<file path="src/ex_cfg.svh">
// Widths for the execute stage; EX_XLEN must be a power of two and EX_MUL_STEPS equal to it
`ifndef EX_CFG_SVH
`define EX_CFG_SVH

// Datapath width of operands and results
`define EX_XLEN 32

// Register address width for 32 architectural registers
`define EX_RADDR_W 5

// One multiplier iteration per operand bit
`define EX_MUL_STEPS `EX_XLEN

`endif

</file>
<file path="src/ex_pkg.sv">
// Shared enums for the execute stage; encodings are internal and not tied to RV32 funct fields
package ex_pkg;

    // Operation code from decode
    typedef enum logic [4:0] {
        OP_ADD   = 5'd0,
        OP_SUB   = 5'd1,
        OP_SLL   = 5'd2,
        OP_SLT   = 5'd3,
        OP_SLTU  = 5'd4,
        OP_XOR   = 5'd5,
        OP_SRL   = 5'd6,
        OP_SRA   = 5'd7,
        OP_OR    = 5'd8,
        OP_AND   = 5'd9,
        OP_MUL   = 5'd10,
        OP_MULH  = 5'd11,
        OP_MULHU = 5'd12,
        OP_BEQ   = 5'd13,
        OP_BNE   = 5'd14,
        OP_BLT   = 5'd15,
        OP_BGE   = 5'd16,
        OP_BLTU  = 5'd17,
        OP_BGEU  = 5'd18,
        OP_JAL   = 5'd19
    } ex_op_e;

    // Which path produces the result
    typedef enum logic [1:0] {
        UNIT_ALU  = 2'd0,
        UNIT_MUL  = 2'd1,
        UNIT_CTRL = 2'd2
    } ex_unit_e;

    // Four-phase req/ack sequencing
    typedef enum logic [1:0] {
        HS_IDLE     = 2'd0,
        HS_BUSY     = 2'd1,
        HS_WAIT_LOW = 2'd2
    } ex_hs_state_e;

    typedef enum logic [1:0] {
        MUL_IDLE = 2'd0,
        MUL_RUN  = 2'd1,
        MUL_DONE = 2'd2
    } ex_mul_state_e;

endpackage

</file>
<file path="src/ex_issue.sv">
// Input register holding one item at a time; in_ack_o only rises when the register is free
`timescale 1ns/1ps
`include "ex_cfg.svh"

module ex_issue import ex_pkg::*; (
    input  logic                   clk_i,
    input  logic                   rst_i,
    input  ex_op_e                 op_i,
    input  logic [`EX_XLEN-1:0]    opa_i,
    input  logic [`EX_XLEN-1:0]    opb_i,
    input  logic [`EX_XLEN-1:0]    cmpa_i,
    input  logic [`EX_XLEN-1:0]    cmpb_i,
    input  logic [`EX_RADDR_W-1:0] rd_i,
    input  logic [`EX_XLEN-1:0]    pc_next_i,
    input  logic                   in_req_i,
    input  logic                   take_i,
    output logic                   in_ack_o,
    output logic                   valid_o,
    output ex_unit_e               unit_o,
    output ex_op_e                 op_o,
    output logic [`EX_XLEN-1:0]    opa_o,
    output logic [`EX_XLEN-1:0]    opb_o,
    output logic [`EX_XLEN-1:0]    cmpa_o,
    output logic [`EX_XLEN-1:0]    cmpb_o,
    output logic [`EX_RADDR_W-1:0] rd_o,
    output logic [`EX_XLEN-1:0]    pc_next_o,
    output logic                   mul_start_o
);

    ex_hs_state_e hs_state_q;
    ex_unit_e     unit_d;
    logic         capture_w;

    always_comb begin
        case (op_i)
            OP_MUL, OP_MULH, OP_MULHU:                   unit_d = UNIT_MUL;
            OP_BEQ, OP_BNE, OP_BLT, OP_BGE, OP_BLTU,
            OP_BGEU, OP_JAL:                             unit_d = UNIT_CTRL;
            default:                                     unit_d = UNIT_ALU;
        endcase
    end

    // A slot being taken this cycle counts as free
    assign capture_w = (hs_state_q == HS_IDLE) && in_req_i && (!valid_o || take_i);

    always_ff @(posedge clk_i) begin
        if (rst_i) begin
            hs_state_q  <= HS_IDLE;
            in_ack_o    <= 1'b0;
            valid_o     <= 1'b0;
            mul_start_o <= 1'b0;
        end else begin
            mul_start_o <= capture_w && (unit_d == UNIT_MUL); // One pulse per multiply
            case (hs_state_q)
                HS_IDLE: begin
                    if (capture_w) begin
                        in_ack_o   <= 1'b1;
                        hs_state_q <= HS_BUSY;
                    end
                end
                HS_BUSY: begin
                    if (!in_req_i) begin // Source has seen the ack
                        in_ack_o   <= 1'b0;
                        hs_state_q <= HS_IDLE;
                    end
                end
                default: begin
                    in_ack_o   <= 1'b0;
                    hs_state_q <= HS_IDLE;
                end
            endcase
            if (capture_w) begin
                valid_o <= 1'b1;
            end else if (take_i) begin
                valid_o <= 1'b0;
            end
        end
    end

    always_ff @(posedge clk_i) begin
        if (capture_w) begin
            unit_o    <= unit_d;
            op_o      <= op_i;
            opa_o     <= opa_i;
            opb_o     <= opb_i;
            cmpa_o    <= cmpa_i;
            cmpb_o    <= cmpb_i;
            rd_o      <= rd_i;
            pc_next_o <= pc_next_i;
        end
    end

    // The source keeps its request up until it is acknowledged
    a_req_held_until_ack: assert property (@(posedge clk_i) disable iff (rst_i)
        (in_req_i && !in_ack_o) |=> in_req_i);

endmodule

</file>
<file path="src/ex_alu.sv">
// Single-cycle ALU; shift amount is the low log2(EX_XLEN) bits of opb_i, control ops give the sum
`timescale 1ns/1ps
`include "ex_cfg.svh"

module ex_alu import ex_pkg::*; (
    input  ex_op_e              op_i,
    input  logic [`EX_XLEN-1:0] opa_i,
    input  logic [`EX_XLEN-1:0] opb_i,
    output logic [`EX_XLEN-1:0] result_o
);

    localparam int SHAMT_W = $clog2(`EX_XLEN);

    logic [SHAMT_W-1:0]  shamt_w;
    logic [`EX_XLEN-1:0] sum_w;
    logic                lt_w;
    logic                ltu_w;

    assign shamt_w = opb_i[SHAMT_W-1:0];
    assign sum_w   = opa_i + opb_i;   // Also the branch and jump target
    assign lt_w    = $signed(opa_i) < $signed(opb_i);
    assign ltu_w   = opa_i < opb_i;

    always_comb begin
        case (op_i)
            OP_ADD: begin
                result_o = sum_w;
            end
            OP_SUB: begin
                result_o = opa_i - opb_i;
            end
            OP_SLL:  result_o = opa_i << shamt_w;
            OP_SLT:  result_o = {{(`EX_XLEN-1){1'b0}}, lt_w};
            OP_SLTU: result_o = {{(`EX_XLEN-1){1'b0}}, ltu_w};
            OP_XOR:  result_o = opa_i ^ opb_i;
            OP_SRL:  result_o = opa_i >> shamt_w;
            OP_SRA:  result_o = $unsigned($signed(opa_i) >>> shamt_w); // Sign fill
            OP_OR:   result_o = opa_i | opb_i;
            OP_AND:  result_o = opa_i & opb_i;
            default: result_o = sum_w;  // Branches and JAL
        endcase
    end

endmodule

</file>
<file path="src/ex_branch.sv">
// Branch condition on the decode-selected compare operands; non-control ops are never taken
`timescale 1ns/1ps
`include "ex_cfg.svh"

module ex_branch import ex_pkg::*; (
    input  ex_op_e              op_i,
    input  logic [`EX_XLEN-1:0] cmpa_i,
    input  logic [`EX_XLEN-1:0] cmpb_i,
    input  logic [`EX_XLEN-1:0] pc_next_i,
    output logic                taken_o,
    output logic [`EX_XLEN-1:0] link_o
);

    logic eq_w;
    logic lt_w;
    logic ltu_w;

    assign eq_w  = (cmpa_i == cmpb_i);
    assign lt_w  = $signed(cmpa_i) < $signed(cmpb_i);
    assign ltu_w = cmpa_i < cmpb_i;

    always_comb begin
        case (op_i)
            OP_BEQ:  taken_o = eq_w;
            OP_BNE:  taken_o = !eq_w;
            OP_BLT:  taken_o = lt_w;
            OP_BGE:  taken_o = !lt_w;
            OP_BLTU: taken_o = ltu_w;
            OP_BGEU: taken_o = !ltu_w;
            OP_JAL:  taken_o = 1'b1;  // Unconditional
            default: taken_o = 1'b0;
        endcase
    end

    // Return address only for jumps
    assign link_o = (op_i == OP_JAL) ? pc_next_i : '0;

endmodule

</file>
<file path="src/ex_mul.sv">
// Shift-add multiplier, one bit per cycle; op_i and operands are sampled only on start_i
`timescale 1ns/1ps
`include "ex_cfg.svh"

module ex_mul import ex_pkg::*; (
    input  logic                clk_i,
    input  logic                rst_i,
    input  logic                start_i,
    input  ex_op_e              op_i,
    input  logic [`EX_XLEN-1:0] opa_i,
    input  logic [`EX_XLEN-1:0] opb_i,
    output logic                done_o,
    output logic [`EX_XLEN-1:0] result_o
);

    localparam int CNT_W = $clog2(`EX_MUL_STEPS);

    ex_mul_state_e         state_q;
    logic [CNT_W-1:0]      cnt_q;
    logic [2*`EX_XLEN-1:0] acc_q;    // {partial high, remaining multiplier}
    logic [`EX_XLEN-1:0]   mcand_q;
    logic                  neg_q;
    logic                  sel_hi_q;
    logic                  signed_w;
    logic                  a_neg_w;
    logic                  b_neg_w;
    logic [`EX_XLEN:0]     sum_w;
    logic [2*`EX_XLEN-1:0] prod_w;

    assign signed_w = (op_i == OP_MULH);
    assign a_neg_w  = signed_w && opa_i[`EX_XLEN-1];
    assign b_neg_w  = signed_w && opb_i[`EX_XLEN-1];
    assign sum_w    = {1'b0, acc_q[2*`EX_XLEN-1:`EX_XLEN]} + (acc_q[0] ? {1'b0, mcand_q} : '0);

    always_ff @(posedge clk_i) begin
        if (rst_i) begin
            state_q <= MUL_IDLE;
        end else if (start_i) begin
            state_q <= MUL_RUN;
        end else if (state_q == MUL_RUN && cnt_q == CNT_W'(`EX_MUL_STEPS - 1)) begin
            state_q <= MUL_DONE;
        end
    end

    always_ff @(posedge clk_i) begin
        if (start_i) begin
            acc_q    <= {{`EX_XLEN{1'b0}}, (b_neg_w ? -opb_i : opb_i)};
            mcand_q  <= a_neg_w ? -opa_i : opa_i;  // Most negative value maps to itself
            neg_q    <= a_neg_w ^ b_neg_w;
            sel_hi_q <= (op_i != OP_MUL);
            cnt_q    <= '0;
        end else if (state_q == MUL_RUN) begin
            acc_q <= {sum_w, acc_q[`EX_XLEN-1:1]};
            cnt_q <= cnt_q + 1'b1;
        end
    end

    assign prod_w   = neg_q ? (~acc_q + 1'b1) : acc_q;
    assign result_o = sel_hi_q ? prod_w[2*`EX_XLEN-1:`EX_XLEN] : prod_w[`EX_XLEN-1:0];
    // Old result must not look ready for a newly started item
    assign done_o   = (state_q == MUL_DONE) && !start_i;

    a_no_start_while_run: assert property (@(posedge clk_i) disable iff (rst_i)
        start_i |-> (state_q != MUL_RUN));

endmodule

</file>
<file path="src/ex_retire.sv">
// Writeback register holding one result; it stays stable from wb_req_o rise until wb_ack_i falls
`timescale 1ns/1ps
`include "ex_cfg.svh"

module ex_retire import ex_pkg::*; (
    input  logic                   clk_i,
    input  logic                   rst_i,
    input  logic                   valid_i,
    input  ex_unit_e               unit_i,
    input  ex_op_e                 op_i,
    input  logic [`EX_RADDR_W-1:0] rd_i,
    input  logic [`EX_XLEN-1:0]    alu_result_i,
    input  logic                   mul_done_i,
    input  logic [`EX_XLEN-1:0]    mul_result_i,
    input  logic                   br_taken_i,
    input  logic [`EX_XLEN-1:0]    link_i,
    input  logic                   wb_ack_i,
    output logic                   take_o,
    output logic                   wb_req_o,
    output logic [`EX_RADDR_W-1:0] wb_rd_o,
    output logic                   wb_we_o,
    output logic [`EX_XLEN-1:0]    wb_value_o,
    output logic                   br_taken_o,
    output logic [`EX_XLEN-1:0]    br_target_o
);

    ex_hs_state_e        hs_state_q;
    logic [`EX_XLEN-1:0] value_d;
    logic                we_d;

    always_comb begin
        case (unit_i)
            UNIT_MUL:  value_d = mul_result_i;
            UNIT_CTRL: value_d = link_i;      // Return address for JAL
            default:   value_d = alu_result_i;
        endcase
    end

    assign we_d   = !((unit_i == UNIT_CTRL) && (op_i != OP_JAL)); // Branches write nothing
    assign take_o = valid_i && (hs_state_q == HS_IDLE) && ((unit_i != UNIT_MUL) || mul_done_i);

    always_ff @(posedge clk_i) begin
        if (rst_i) begin
            hs_state_q <= HS_IDLE;
            wb_we_o    <= 1'b0;
            br_taken_o <= 1'b0;
        end else begin
            case (hs_state_q)
                HS_IDLE:     if (take_o) hs_state_q <= HS_BUSY;
                HS_BUSY:     if (wb_ack_i) hs_state_q <= HS_WAIT_LOW;
                HS_WAIT_LOW: if (!wb_ack_i) hs_state_q <= HS_IDLE;
                default:     hs_state_q <= HS_IDLE;
            endcase
            if (take_o) begin
                wb_we_o    <= we_d;
                br_taken_o <= br_taken_i;
            end
        end
    end

    always_ff @(posedge clk_i) begin
        if (take_o) begin
            wb_rd_o     <= rd_i;
            wb_value_o  <= value_d;
            br_target_o <= {alu_result_i[`EX_XLEN-1:1], 1'b0}; // Target LSB cleared
        end
    end

    assign wb_req_o = (hs_state_q == HS_BUSY);

    // Writeback side may only acknowledge a pending request
    a_ack_only_on_req: assert property (@(posedge clk_i) disable iff (rst_i)
        $rose(wb_ack_i) |-> wb_req_o);

endmodule

</file>
<file path="src/ex_stage.sv">
// Execute stage top; both boundaries are four-phase req/ack, at most two items in flight
`timescale 1ns/1ps
`include "ex_cfg.svh"

module ex_stage import ex_pkg::*; (
    input  logic                   clk_i,
    input  logic                   rst_i,
    input  ex_op_e                 op_i,
    input  logic [`EX_XLEN-1:0]    opa_i,
    input  logic [`EX_XLEN-1:0]    opb_i,
    input  logic [`EX_XLEN-1:0]    cmpa_i,
    input  logic [`EX_XLEN-1:0]    cmpb_i,
    input  logic [`EX_RADDR_W-1:0] rd_i,
    input  logic [`EX_XLEN-1:0]    pc_next_i,
    input  logic                   in_req_i,
    output logic                   in_ack_o,
    output logic                   wb_req_o,
    output logic [`EX_RADDR_W-1:0] wb_rd_o,
    output logic                   wb_we_o,
    output logic [`EX_XLEN-1:0]    wb_value_o,
    output logic                   br_taken_o,
    output logic [`EX_XLEN-1:0]    br_target_o,
    input  logic                   wb_ack_i
);

    logic                   iss_valid;
    logic                   iss_take;
    ex_unit_e               iss_unit;
    ex_op_e                 iss_op;
    logic [`EX_XLEN-1:0]    iss_opa;
    logic [`EX_XLEN-1:0]    iss_opb;
    logic [`EX_XLEN-1:0]    iss_cmpa;
    logic [`EX_XLEN-1:0]    iss_cmpb;
    logic [`EX_RADDR_W-1:0] iss_rd;
    logic [`EX_XLEN-1:0]    iss_pc_next;
    logic                   mul_start;
    logic                   mul_done;
    logic [`EX_XLEN-1:0]    mul_result;
    logic [`EX_XLEN-1:0]    alu_result;
    logic                   br_taken;
    logic [`EX_XLEN-1:0]    br_link;

    ex_issue u_issue (
        .clk_i(clk_i), .rst_i(rst_i),
        .op_i(op_i), .opa_i(opa_i), .opb_i(opb_i),
        .cmpa_i(cmpa_i), .cmpb_i(cmpb_i), .rd_i(rd_i), .pc_next_i(pc_next_i),
        .in_req_i(in_req_i), .take_i(iss_take), .in_ack_o(in_ack_o),
        .valid_o(iss_valid), .unit_o(iss_unit), .op_o(iss_op),
        .opa_o(iss_opa), .opb_o(iss_opb), .cmpa_o(iss_cmpa), .cmpb_o(iss_cmpb),
        .rd_o(iss_rd), .pc_next_o(iss_pc_next), .mul_start_o(mul_start)
    );

    ex_alu u_alu (
        .op_i(iss_op), .opa_i(iss_opa), .opb_i(iss_opb), .result_o(alu_result)
    );

    ex_branch u_branch (
        .op_i(iss_op), .cmpa_i(iss_cmpa), .cmpb_i(iss_cmpb), .pc_next_i(iss_pc_next),
        .taken_o(br_taken), .link_o(br_link)
    );

    ex_mul u_mul (
        .clk_i(clk_i), .rst_i(rst_i), .start_i(mul_start), .op_i(iss_op),
        .opa_i(iss_opa), .opb_i(iss_opb), .done_o(mul_done), .result_o(mul_result)
    );

    ex_retire u_retire (
        .clk_i(clk_i), .rst_i(rst_i),
        .valid_i(iss_valid), .unit_i(iss_unit), .op_i(iss_op), .rd_i(iss_rd),
        .alu_result_i(alu_result), .mul_done_i(mul_done), .mul_result_i(mul_result),
        .br_taken_i(br_taken), .link_i(br_link), .wb_ack_i(wb_ack_i),
        .take_o(iss_take), .wb_req_o(wb_req_o), .wb_rd_o(wb_rd_o), .wb_we_o(wb_we_o),
        .wb_value_o(wb_value_o), .br_taken_o(br_taken_o), .br_target_o(br_target_o)
    );

endmodule

</file>
<file path="config.mk">
export PLATFORM = sky130hd
export DESIGN_NAME = ex_stage
export DESIGN_NICKNAME = d
export VERILOG_FILES = /design/src/ex_pkg.sv /design/src/ex_issue.sv /design/src/ex_alu.sv /design/src/ex_branch.sv /design/src/ex_mul.sv /design/src/ex_retire.sv /design/src/ex_stage.sv
export VERILOG_INCLUDE_DIRS = /design/src
export SDC_FILE = /design/constraint.sdc
export NUM_CORES = 1
export LEC_CHECK = 0
export BUFFER_PORTS_ARGS = -buffer_cell sky130_fd_sc_hd__buf_2
export CELL_PAD_IN_SITES_DETAIL_PLACEMENT = 1
export CELL_PAD_IN_SITES_GLOBAL_PLACEMENT = 2
export CORE_MARGIN = 1.5
export CORE_UTILIZATION = 35
export DETAILED_ROUTE_END_ITERATION = 8
export PLACE_DENSITY_LB_ADDON = 0.2
export SLEW_MARGIN = 40
export SYNTH_ARGS = -nofsm -noshare
export SYNTH_HDL_FRONTEND = slang
export SYNTH_SLANG_ARGS = --single-unit
export TNS_END_PERCENT = 30
</file>
<file path="constraint.sdc">
create_clock -name clk_i -period 10.8 [get_ports clk_i]
set_input_delay 0 -clock clk_i [delete_from_list [all_inputs] [get_ports clk_i]]
set_output_delay 0 -clock clk_i [all_outputs]
set_load 0.1 [all_outputs]
</file>
### After elaboration in Yosys (flattened, before gate mapping)

Memory sizes are Yosys's and may differ from the RTL's.
Index checks and enable logic that the tools add are counted.

| word-level totals | value |
|---|---|
| memories | 1 |
| memory bits (read-only) | 64 |
| register bits | 354 |

Memory list:

| memory | depth | width | read ports | clocked after Yosys merged registers in | write ports | line | RTL |
|---|---|---|---|---|---|---|---|
| (name not given) | 32 | 2 | 1 | 0 | 0 | ex_issue.sv:35 | `case (op_i)` |

| cells by class | value |
|---|---|
| shift-type cells | 3 |
| $lt $le $gt $ge | 4 |
| bitwise gates (word level) | 5 |
| reduce and logical (&&, ||, !) cells | 26 |
| $add $sub $neg | 7 |
| eq/ne operators | 35 |
| mux-type cells | 25 |

Operators by type and width:

| cell | count |
|---|---|
| $pmux W32 S9 | 1 |
| $mux W32 | 7 |
| $lt A32 B32 Y1 | 4 |
| $add A64 B1 Y64 const B | 1 |
| $mux W64 | 1 |
| $neg A32 Y32 | 2 |
| $not A64 Y64 | 1 |
| $pmux W32 S2 | 1 |
| $add A32 B32 Y33 | 1 |
| $add A32 B32 Y32 | 1 |
| $and A32 B32 Y32 | 1 |
| $eq A32 B32 Y1 | 1 |
| $or A32 B32 Y32 | 1 |
| $shl A32 B5 Y32 | 1 |
| $shr A32 B5 Y32 | 1 |
| $sshr A32 B5 Y32 | 1 |
| $sub A32 B32 Y32 | 1 |
| $xor A32 B32 Y32 | 1 |
| $eq A5 B4 Y1 const B | 6 |
| $eq A5 B5 Y1 const B | 5 |
| $eq A5 B3 Y1 const B | 4 |
| $eq A2 B1 Y1 const B | 5 |
| $eq A5 B2 Y1 const B | 2 |
| $logic_and A1 B1 Y1 | 10 |
| 21 further kinds | 45 |

### Logic depth before layout (Yosys ltp)

Gate-level depths: netlist of run 1.

| logic depth | value |
|---|---|
| depth in word-level cells | 8 |
| mapped depth | 16 |

### Hierarchy

From an unflattened synthesis of run 1, not the netlist that was laid out.

| unflattened totals | value |
|---|---|
| cells, all modules | 2,814 |
| area, all modules | 26,440.4 um^2 |

Modules (own cells, without submodules):

| module | times used | cells each | area each (um^2) | seq. area each (um^2) |
|---|---|---|---|---|
| ex_alu | 1 | 1,265 | 8,774.7 | 0.0 |
| ex_mul | 1 | 983 | 8,306.7 | 2,762.6 |
| ex_issue | 1 | 190 | 5,333.9 | 5,225.0 |
| ex_retire | 1 | 205 | 2,894.0 | 2,122.0 |
| ex_branch | 1 | 171 | 1,131.1 | 0.0 |

### Worst setup path before layout of run 1

OpenSTA, ideal clock, no wires.

| path | value |
|---|---|
| path kind | register to register |
| start | register u_issue.mul_start_o |
| end | register u_issue.mul_start_o |
| required time | 10.691 ns |
| buffers on the path | 1 |
| cell stages (with the launch flop) | 8 |
| path slack | 0.149 ns |
| arrival time | 10.542 ns |
| cells stage by stage | dfxtp_1 > clkbuf_1 > nor2_1 > nand2_1 > nand2_1 > nand3_1 > a21oi_1 > and3b_1 |

| between the ends | value |
|---|---|
| word-level cells in the longest chain between the ends | 7 |

Ends and longest elaborated chain:

| element | line | RTL |
|---|---|---|
| from (decl) | ex_issue.sv:27 | `output logic mul_start_o` |
| from (signal assigned) | ex_issue.sv:53 | `mul_start_o <= capture_w && (unit_d == UNIT_MUL);` |
| $logic_not A1 Y1 | ex_mul.sv:61 | `assign done_o = (state_q == MUL_DONE) && !start_i;` |
| $logic_and A1 B1 Y1 | ex_mul.sv:61 |  |
| $logic_or A1 B1 Y1 | ex_retire.sv:40 | `assign take_o = valid_i && (hs_state_q == HS_IDLE) && ((unit_i != UNIT_MUL) \|\| mul_done_i);` |
| $logic_and A1 B1 Y1 | ex_retire.sv:40 |  |
| $logic_or A1 B1 Y1 | ex_issue.sv:44 | `assign capture_w = (hs_state_q == HS_IDLE) && in_req_i && (!valid_o \|\| take_i);` |
| $logic_and A1 B1 Y1 | ex_issue.sv:44 |  |
| net u_issue.capture_w | ex_issue.sv:32 | `logic capture_w;` |
| $logic_and A1 B1 Y1 | ex_issue.sv:53 |  |

The timed path passes the listed nets, and every way through them passes these cells.
A chain may end at the register's enable or synchronous reset.

### Final worst setup path of run 1

| path | value |
|---|---|
| start | register u_issue.opa_o[14] |
| end | register u_retire.wb_value_o[31], data pin |

| between the ends | value |
|---|---|
| word-level cells in the longest chain between the ends | 3 |
| elaborated cells on any way between the ends | 7 |
| those cells by class | 2 x add/sub; 3 x shift; 2 x mux |

Ends and longest elaborated chain:

| element | line | RTL |
|---|---|---|
| from (decl) | ex_issue.sv:21 | `` output logic [`EX_XLEN-1:0] opa_o, `` |
| from (signal assigned) | ex_issue.sv:84 | `opa_o <= opa_i;` |
| $add A32 B32 Y32, or another cell as far along | ex_alu.sv:20 | `assign sum_w = opa_i + opb_i;` |
| $pmux W32 S9 * | ex_alu.sv:25 | `case (op_i)` |
| net alu_result[31] | ex_stage.sv:39 | `` logic [`EX_XLEN-1:0] alu_result; `` |
| $pmux W32 S2 * | ex_retire.sv:32 | `case (unit_i)` |
| net u_retire.value_d[31] | ex_retire.sv:28 | `` logic [`EX_XLEN-1:0] value_d; `` |
| to (signal assigned) | ex_retire.sv:64 | `wb_value_o <= value_d;` |
| to (decl) | ex_retire.sv:22 | `` output logic [`EX_XLEN-1:0] wb_value_o, `` |

The timed path passes the listed nets; every way through them passes the cells marked *.

==> flow_metrics.py, run 1 <==
metrics = {
    "drt": {
        "drtIter0Drc": 2200,
        "first_pass_iters": 5,
        "via_count": 25400,
        "routed_wl_um": 125000,
        "viasPerCell": 6.04,
        "ant_nets": 0,
        "drc_errors": 0,
        "avgRoutedWirePerCell_um": 29.7,
    },
    "finish": {
        "fin_util_pct": 42.6,
        "drive_gt1_share_pct": 15.3,
        "final_nets": 3528,
        "stdcell_count": 4198,
        "final_cell_area_um2": 32300,
        "syn2layout_area_growth_pct": 20.6,
    },
    "sta": {
        "fmax_ghz": 0.200,
        "fin_setup_tns_ns": 0,
        "worst_slack_ns": 5.80,
        "fin_crit_ns": 5.00,
        "setup_viol": 0,
        "finalHoldViolations": 0,
        "drv_slew": 0,
        "finalClockSkew_ns": 0.0378,
        "relSlewSlack_pct": 34.1,
        "worstMarginPinSlew_ns": 0.964,
        "rsz0062_at_grt": "false",
        "finalCritPeriodShare_pct": 46.3,
    },
    "yosys": {
        "synthArstFlopShare_pct": 0,
        "synth.distinct_cells": 90,
        "synth_edf_count": 306,
        "synth_fa_ha_area_share_pct": 8.08,
        "synth_seq_cells": 352,
        "synth_top_family_by_area": "compound AO/OA/AOI/OAI gates",
        "ys_seq_area_share_pct": 37.8,
        "ys_warn_count": 0,
        "netlist_area_um2": 26800,
        "netlist_instances": 2862,
        "synth_nets": 3207,
        "synth-simple-area-share_pct": 15.5,
        "muxShareOfSynthArea_pct": 7.45,
        "avgSynthCellArea_um2": 9.36,
        "synth_compound_area_share_pct": 21.1,
        "synthFlopType": "edfxtp_1",
        "synth-xor-area-share_pct": 4.94,
    },
    "setup_path": {
        "r2r_start": "u_issue.opa_o[14]",
        "cp_num_buf_inv": 1,
        "cp.required_ns": 11.29,
        "worstPathCellList": "inv_1 > ha_1 > nor2_1 > a2111oi_0 > a2111oi_0 > or4b_1 > o22ai_1 > o21ai_0 > a211o_1 > a22oi_1 > o21a_1",
        "cpMostUsedCell": "a2111oi_0",
        "worst_setup_path_endpoint": "u_retire.wb_value_o[31]",
        "rr_worst_depth": 11,
        "slowest_stage": "edfxtp_1",
        "cp-end-kind": "flop",
        "worstSetupPathType": "reg2reg",
        "startpoint_type": "flop",
        "crit_family": "compound AO/OA/AOI/OAI gates",
        "cp.depth": 11,
        "critPathLaunch": "u_issue.opa_o[14]",
        "arrival_ns": 5.49,
        "crit-reg2reg-capture": "u_retire.wb_value_o[31]",
        "r2r_setup_slack_ns": 5.80,
        "crit_fanout": 15,
        "critical_path.max_stage_delay_ns": 0.79,
    },
    "grt": {
        "grt_pass1_vias": 25600,
        "use_met3_pct": 4.44,
        "track_usage_pct": 31.2,
        "grt_max_degree": 80,
        "grt.met1_usage_pct": 42.2,
        "grt-ovfl-total": 0,
        "antenna_found_initial": 7,
        "grt_pass1_wl_um": 180000,
        "groute.layer.met2.usage_pct": 50.8,
        "grt-busiest-layer": "met2",
    },
    "power": {
        "powerDensity_nw_per_um2": 152,
        "ir_worst_vdd_mv": 0.133,
        "leakagePower_uw": 0.0127,
    },
    "clock_network": {
        "clk_pin_slew_ns": 0.06,
        "cts_hold_buf": 175,
        "cts_buffers": 45,
        "cts.sinks": 352,
        "cts_tree": "done",
        "cts-htree-levels": 2,
        "ctsResizeCount": 0,
        "cts_root_buf": "clkbuf_16",
        "cts_setup_buffers": 0,
        "clock_latency_ns": 0.63,
        "clockBufferDepth": 3,
    },
    "worst_hold_path": {
        "min_path_type": "in2reg",
        "whs_path_depth": 2,
    },
    "floorplanning": {
        "io_pins": 247,
        "core_area_um2": 75800,
        "fp.dieW_um": 280,
        "rows": 101,
        "initial_core_util_pct": 35.3,
        "dieHeight_um": 280,
        "dieArea_um2": 78200,
    },
    "placement": {
        "dpl_cell_area_um2": 28900,
        "routabilityCongestion": 0.982,
        "hpwl_um": 93200,
        "place_ws_ns": 5.86,
        "portBuffers": 245,
        "placed_cells": 3938,
    },
    "outcome": {
        "status": "finished clean",
    },
    "flow_run": {
        "maxCapViolations": 0,
    },
}
## per-stage QoR
| stage | hold slack, ns | total power (uW) |
|---|---|---|
| after global routing | 0.0678 | 5100 |
| after global placement | 0.177 | 3220 |
| after floorplan | 0.0989 | 2730 |
| after CTS | 0.0563 | 4910 |
| after detailed placement | 0.178 | 3250 |
| final | 0.0777 | 4910 |
## cell families after synthesis
logic type,count (synthesis)
muxes,122
AOI/OAI and AO/OA,846
xor gates and xnor gates,151
DFF,352
adders and majority gates,171
other,1
buffers and inverters,355
and+or+nand+nor,864
## cell usage after synthesis, types with 30 or more instances
master,n,area [um2]
a211oi_1,32,240
a21o_1,35,263
a21oi_1,216,1080
and2_1,42,263
clkbuf_1,168,631
dfxtp_1,46,921
edfxtp_1,306,9190
ha_1,168,2100
inv_1,148,556
mux2i_1,47,470
mux4_2,60,1350
nand2_1,245,920
nand3_1,45,225
nand4_1,30,188
nor2_1,246,923
nor3_1,69,345
nor4_1,30,188
o21ai_0,177,886
o31ai_1,33,248
xnor2_1,104,911
xor2_1,47,412
## cell usage in the layout (no fill, tap or decap), drive strengths merged, types with 46 or more instances in the layout
cell | synthesis | layout
o21ai | 183 | 183
buf | 35 | 301
mux2i | 47 | 47
a21oi | 216 | 216
dlygate4sd3 | 0 | 175
mux4 | 60 | 60
ha | 168 | 168
nor3 | 69 | 69
xor2 | 47 | 47
dfxtp | 46 | 46
nor2 | 246 | 246
inv | 149 | 152
edfxtp | 306 | 306
clkbuf | 168 | 55
nand2 | 245 | 245
xnor2 | 104 | 104
## sequential cells by signal (all words and copies together) (netlist names), 31 cells and up
register	cells
u_mul.acc_q	64
u_issue.cmpa_o	32
u_issue.cmpb_o	32
u_issue.opa_o	32
u_issue.opb_o	32
u_issue.pc_next_o	32
u_mul.mcand_q	32
u_retire.wb_value_o	32
u_retire.br_target_o	31
## metal layers
layer / share of wire [%] / wire, um
met1: 44 / 54800
met2: 47 / 58000
met3: 5.8 / 7270
met4: 3.7 / 4640
met5: 0.020 / 25
## final cells by class
cell class / instances / area [um2]
antenna: 1 / 2.50
clock buffer: 54 / 1170
clock inverter: 29 / 382
fill: 8634 / 43500
inverter: 152 / 571
multi-input combinational: 2155 / 15400
sequential: 352 / 10100
tap: 978 / 1220
timing repair buffer: 477 / 3430
## where the power goes
part	internal, uW	switching [uW]	total (uW)
logic	507	1020	1530
registers	1620	161	1780
clock network	930	675	1600
total	3060	1860	4910
## how the worst min path moves through the flow
stage	from	to	slack, ns
final	rd_i[3]	u_issue.rd_o[3]	0.08
after global routing	opa_i[7]	u_issue.opa_o[7]	0.07
after CTS	opa_i[7]	u_issue.opa_o[7]	0.06
after detailed placement	cmpa_i[17]	u_issue.cmpa_o[17]	0.18
after global placement	opa_i[4]	u_issue.opa_o[4]	0.18
after floorplan	cmpa_i[0]	u_issue.cmpa_o[0]	0.1
Note: power is estimated with default switching activity, not from simulation.
==> inputs of run 2 (changes only) <==
--- a/config.mk
+++ b/config.mk
@@ -10,7 +10,7 @@
 export CELL_PAD_IN_SITES_DETAIL_PLACEMENT = 1
 export CELL_PAD_IN_SITES_GLOBAL_PLACEMENT = 2
 export CORE_MARGIN = 1.5
-export CORE_UTILIZATION = 35
+export CORE_UTILIZATION = 39
 export DETAILED_ROUTE_END_ITERATION = 8
 export PLACE_DENSITY_LB_ADDON = 0.2
 export SLEW_MARGIN = 40
==> constraint.sdc (replaced) <==
create_clock -name clk_i -period 5.04 [get_ports clk_i]
set_input_delay 0 -clock clk_i [delete_from_list [all_inputs] [get_ports clk_i]]
set_output_delay 0 -clock clk_i [all_outputs]
set_load 0.1 [all_outputs]
==> flow_metrics.py, run 2 (same netlist as run 1, synthesis figures left out) <==
metrics = {
    "outcome": {
        "status": "finished clean",
    },
    "sta": {
        "fin_hold_ws_ns": 0.0784,
        "finalCritPeriodShare_pct": 92.2,
        "finalClockSkew_ns": 0.0461,
        "worst_slack_ns": 0.392,
        "relSlewSlack_pct": 33.3,
        "setup_viol": 0,
        "worstMarginPinSlew_ns": 0.998,
        "drv_slew": 0,
        "finalHoldViolations": 0,
        "fin_crit_ns": 4.65,
        "fin_setup_tns_ns": 0,
        "fmax_ghz": 0.215,
        "rsz0062_at_grt": "false",
    },
    "clock_network": {
        "cts_tree": "done",
        "cts_root_buf": "clkbuf_16",
        "ctsResizeCount": 0,
        "cts-htree-levels": 2,
        "cts.sinks": 352,
        "cts_buffers": 43,
        "clk_pin_slew_ns": 0.06,
        "clockBufferDepth": 3,
        "clock_latency_ns": 0.64,
    },
    "finish": {
        "largest_reg_flops": 64,
        "drive_gt1_share_pct": 16.6,
        "final_common_cell": "edfxtp_1",
        "top_register": "u_mul.acc_q",
        "n_fill_cell": 7662,
        "final_cell_mix": "306 x edfxtp_1, 245 x nand2_1, 245 x buf_2",
        "final_cell_area_um2": 32500,
        "final_nets": 3579,
        "syn2layout_area_growth_pct": 21.4,
    },
    "flow_run": {
        "maxCapViolations": 0,
    },
    "setup_path": {
        "worstSetupPathType": "reg2reg",
        "slowest_stage": "edfxtp_1",
        "arrival_ns": 5.01,
        "cp.required_ns": 5.41,
        "crit_fanout": 13,
        "worstPathCellList": "inv_1 > ha_1 > nor2b_1 > or4_1 > o211a_1 > o311ai_1 > nand3_1 > a311oi_1 > o221a_2 > o2111ai_1 > o32a_1",
        "critical_path.max_stage_delay_ns": 0.70,
        "startpoint_type": "flop",
        "cp-end-kind": "flop",
    },
    "grt": {
        "antenna_found_initial": 10,
        "grt_pass1_vias": 26500,
        "grt_max_degree": 82,
        "grt_pass1_wl_um": 183000,
        "grt-ovfl-total": 0,
        "track_usage_pct": 35.3,
    },
    "power": {
        "seq_power_share_pct": 36.1,
        "powerDensity_nw_per_um2": 323,
        "p_int_uw": 6510,
        "swShare_pct": 38.0,
        "comb_power_share_pct": 32.5,
        "pwr-share-clk_pct": 31.5,
        "ir_worst_vdd_mv": 0.252,
        "leakagePower_uw": 0.0129,
        "p_sw_uw": 3990,
    },
    "floorplanning": {
        "io_pins": 247,
        "rows": 95,
        "dieArea_um2": 70200,
        "fp.dieW_um": 265,
        "initial_core_util_pct": 39.7,
        "dieHeight_um": 265,
        "core_area_um2": 67500,
    },
    "worst_hold_path": {
        "min_path_type": "in2reg",
    },
    "drt": {
        "drtIter0Drc": 2904,
        "viasPerCell": 6.32,
        "first_pass_iters": 5,
        "drc_errors": 0,
        "avgRoutedWirePerCell_um": 30.6,
        "routed_wl_um": 127000,
        "ant_nets": 0,
        "via_count": 26200,
    },
    "placement": {
        "hpwl_um": 94700,
        "dpl_cell_area_um2": 29300,
        "portBuffers": 245,
        "place_ws_ns": 0.560,
        "routabilityCongestion": 0.982,
    },
}
-- run 2: cell types whose count changed in the layout (fill, tap and decap cells not counted), sizes merged --
cell	change
inv	-1
diode	+2
clkinvlp	-1
buf	+54
clkinv	-1
clkbuf	-5
-- run 2: what timing repair did --
action,CTS,global route
buffers inserted,0,0
hold buffers,175,0
endpoints found under the hold margin,184,0
-- run 2: critical path, delay by kind of cell (launching register included) --
family / cells / cell delay [ns]
AOI/OAI and AO/OA: 6 / 2.09
adders and majority gates: 1 / 0.50
buffers and inverters: 1 / 0.22
and+or+nand+nor: 3 / 0.86
DFF: 1 / 0.70
-- run 2: per-stage QoR --
stage | std cells | power (uW) | util (%)
6_report | 4141 | 10500 | 48.2
5_1_grt | 4139 | 10800 | 48.1
4_1_cts | 4138 | 10400 | 48.1
3_5_place_dp | 3887 | 7030 | 43.4
3_3_place_gp | 3886 | 6960 | 43.3
2_1_floorplan | 2862 | 5820 | -
-- run 2: area by class of cell --
cell class,count,area [um2],share of cell area (%)
inverters,152,571,1.75
repair buffers,530,3880,11.9
clock buffers,50,1100,3.39
multi-input cells,2155,15400,47.4
clock inverters,26,344,1.06
diodes,3,7.51,0.0231
flip-flops and latches,352,10100,31.1
well taps,873,1090,3.36
-- run 2: worst paths after layout --
kind                         start                      end  slack, ns  depth (start not counted)
hold / removal           opa_i[20]        u_issue.opa_o[20]       0.08                          2
setup reg to reg  u_issue.opa_o[7]  u_retire.wb_value_o[24]       0.39                         11
setup / recovery  u_issue.opa_o[7]  u_retire.wb_value_o[24]       0.39                         11
hold reg to reg    u_issue.rd_o[3]      u_retire.wb_rd_o[3]       0.42                          0
-- run 2: metal layers --
| metal | up-vias | GRT usage [%] | wire length (um) |
|---|---|---|---|
| li1 | 11500 | - | - |
| met1 | 13200 | 45.8 | 51500 |
| met2 | 1188 | 57.2 | 58100 |
| met3 | 317 | 5.10 | 9340 |
| met4 | 2 | 19.0 | 7910 |
| met5 | - | 0 | 13 |
-- run 2: power by group through the flow --
stage	sequential [uW]	combinational [uW]	clock [uW]
finish	3790	3410	3300
global route	3810	3590	3430
CTS	3780	3320	3330
detailed placement	3840	3190	0
global placement	3830	3130	0
floorplan	4050	1760	0
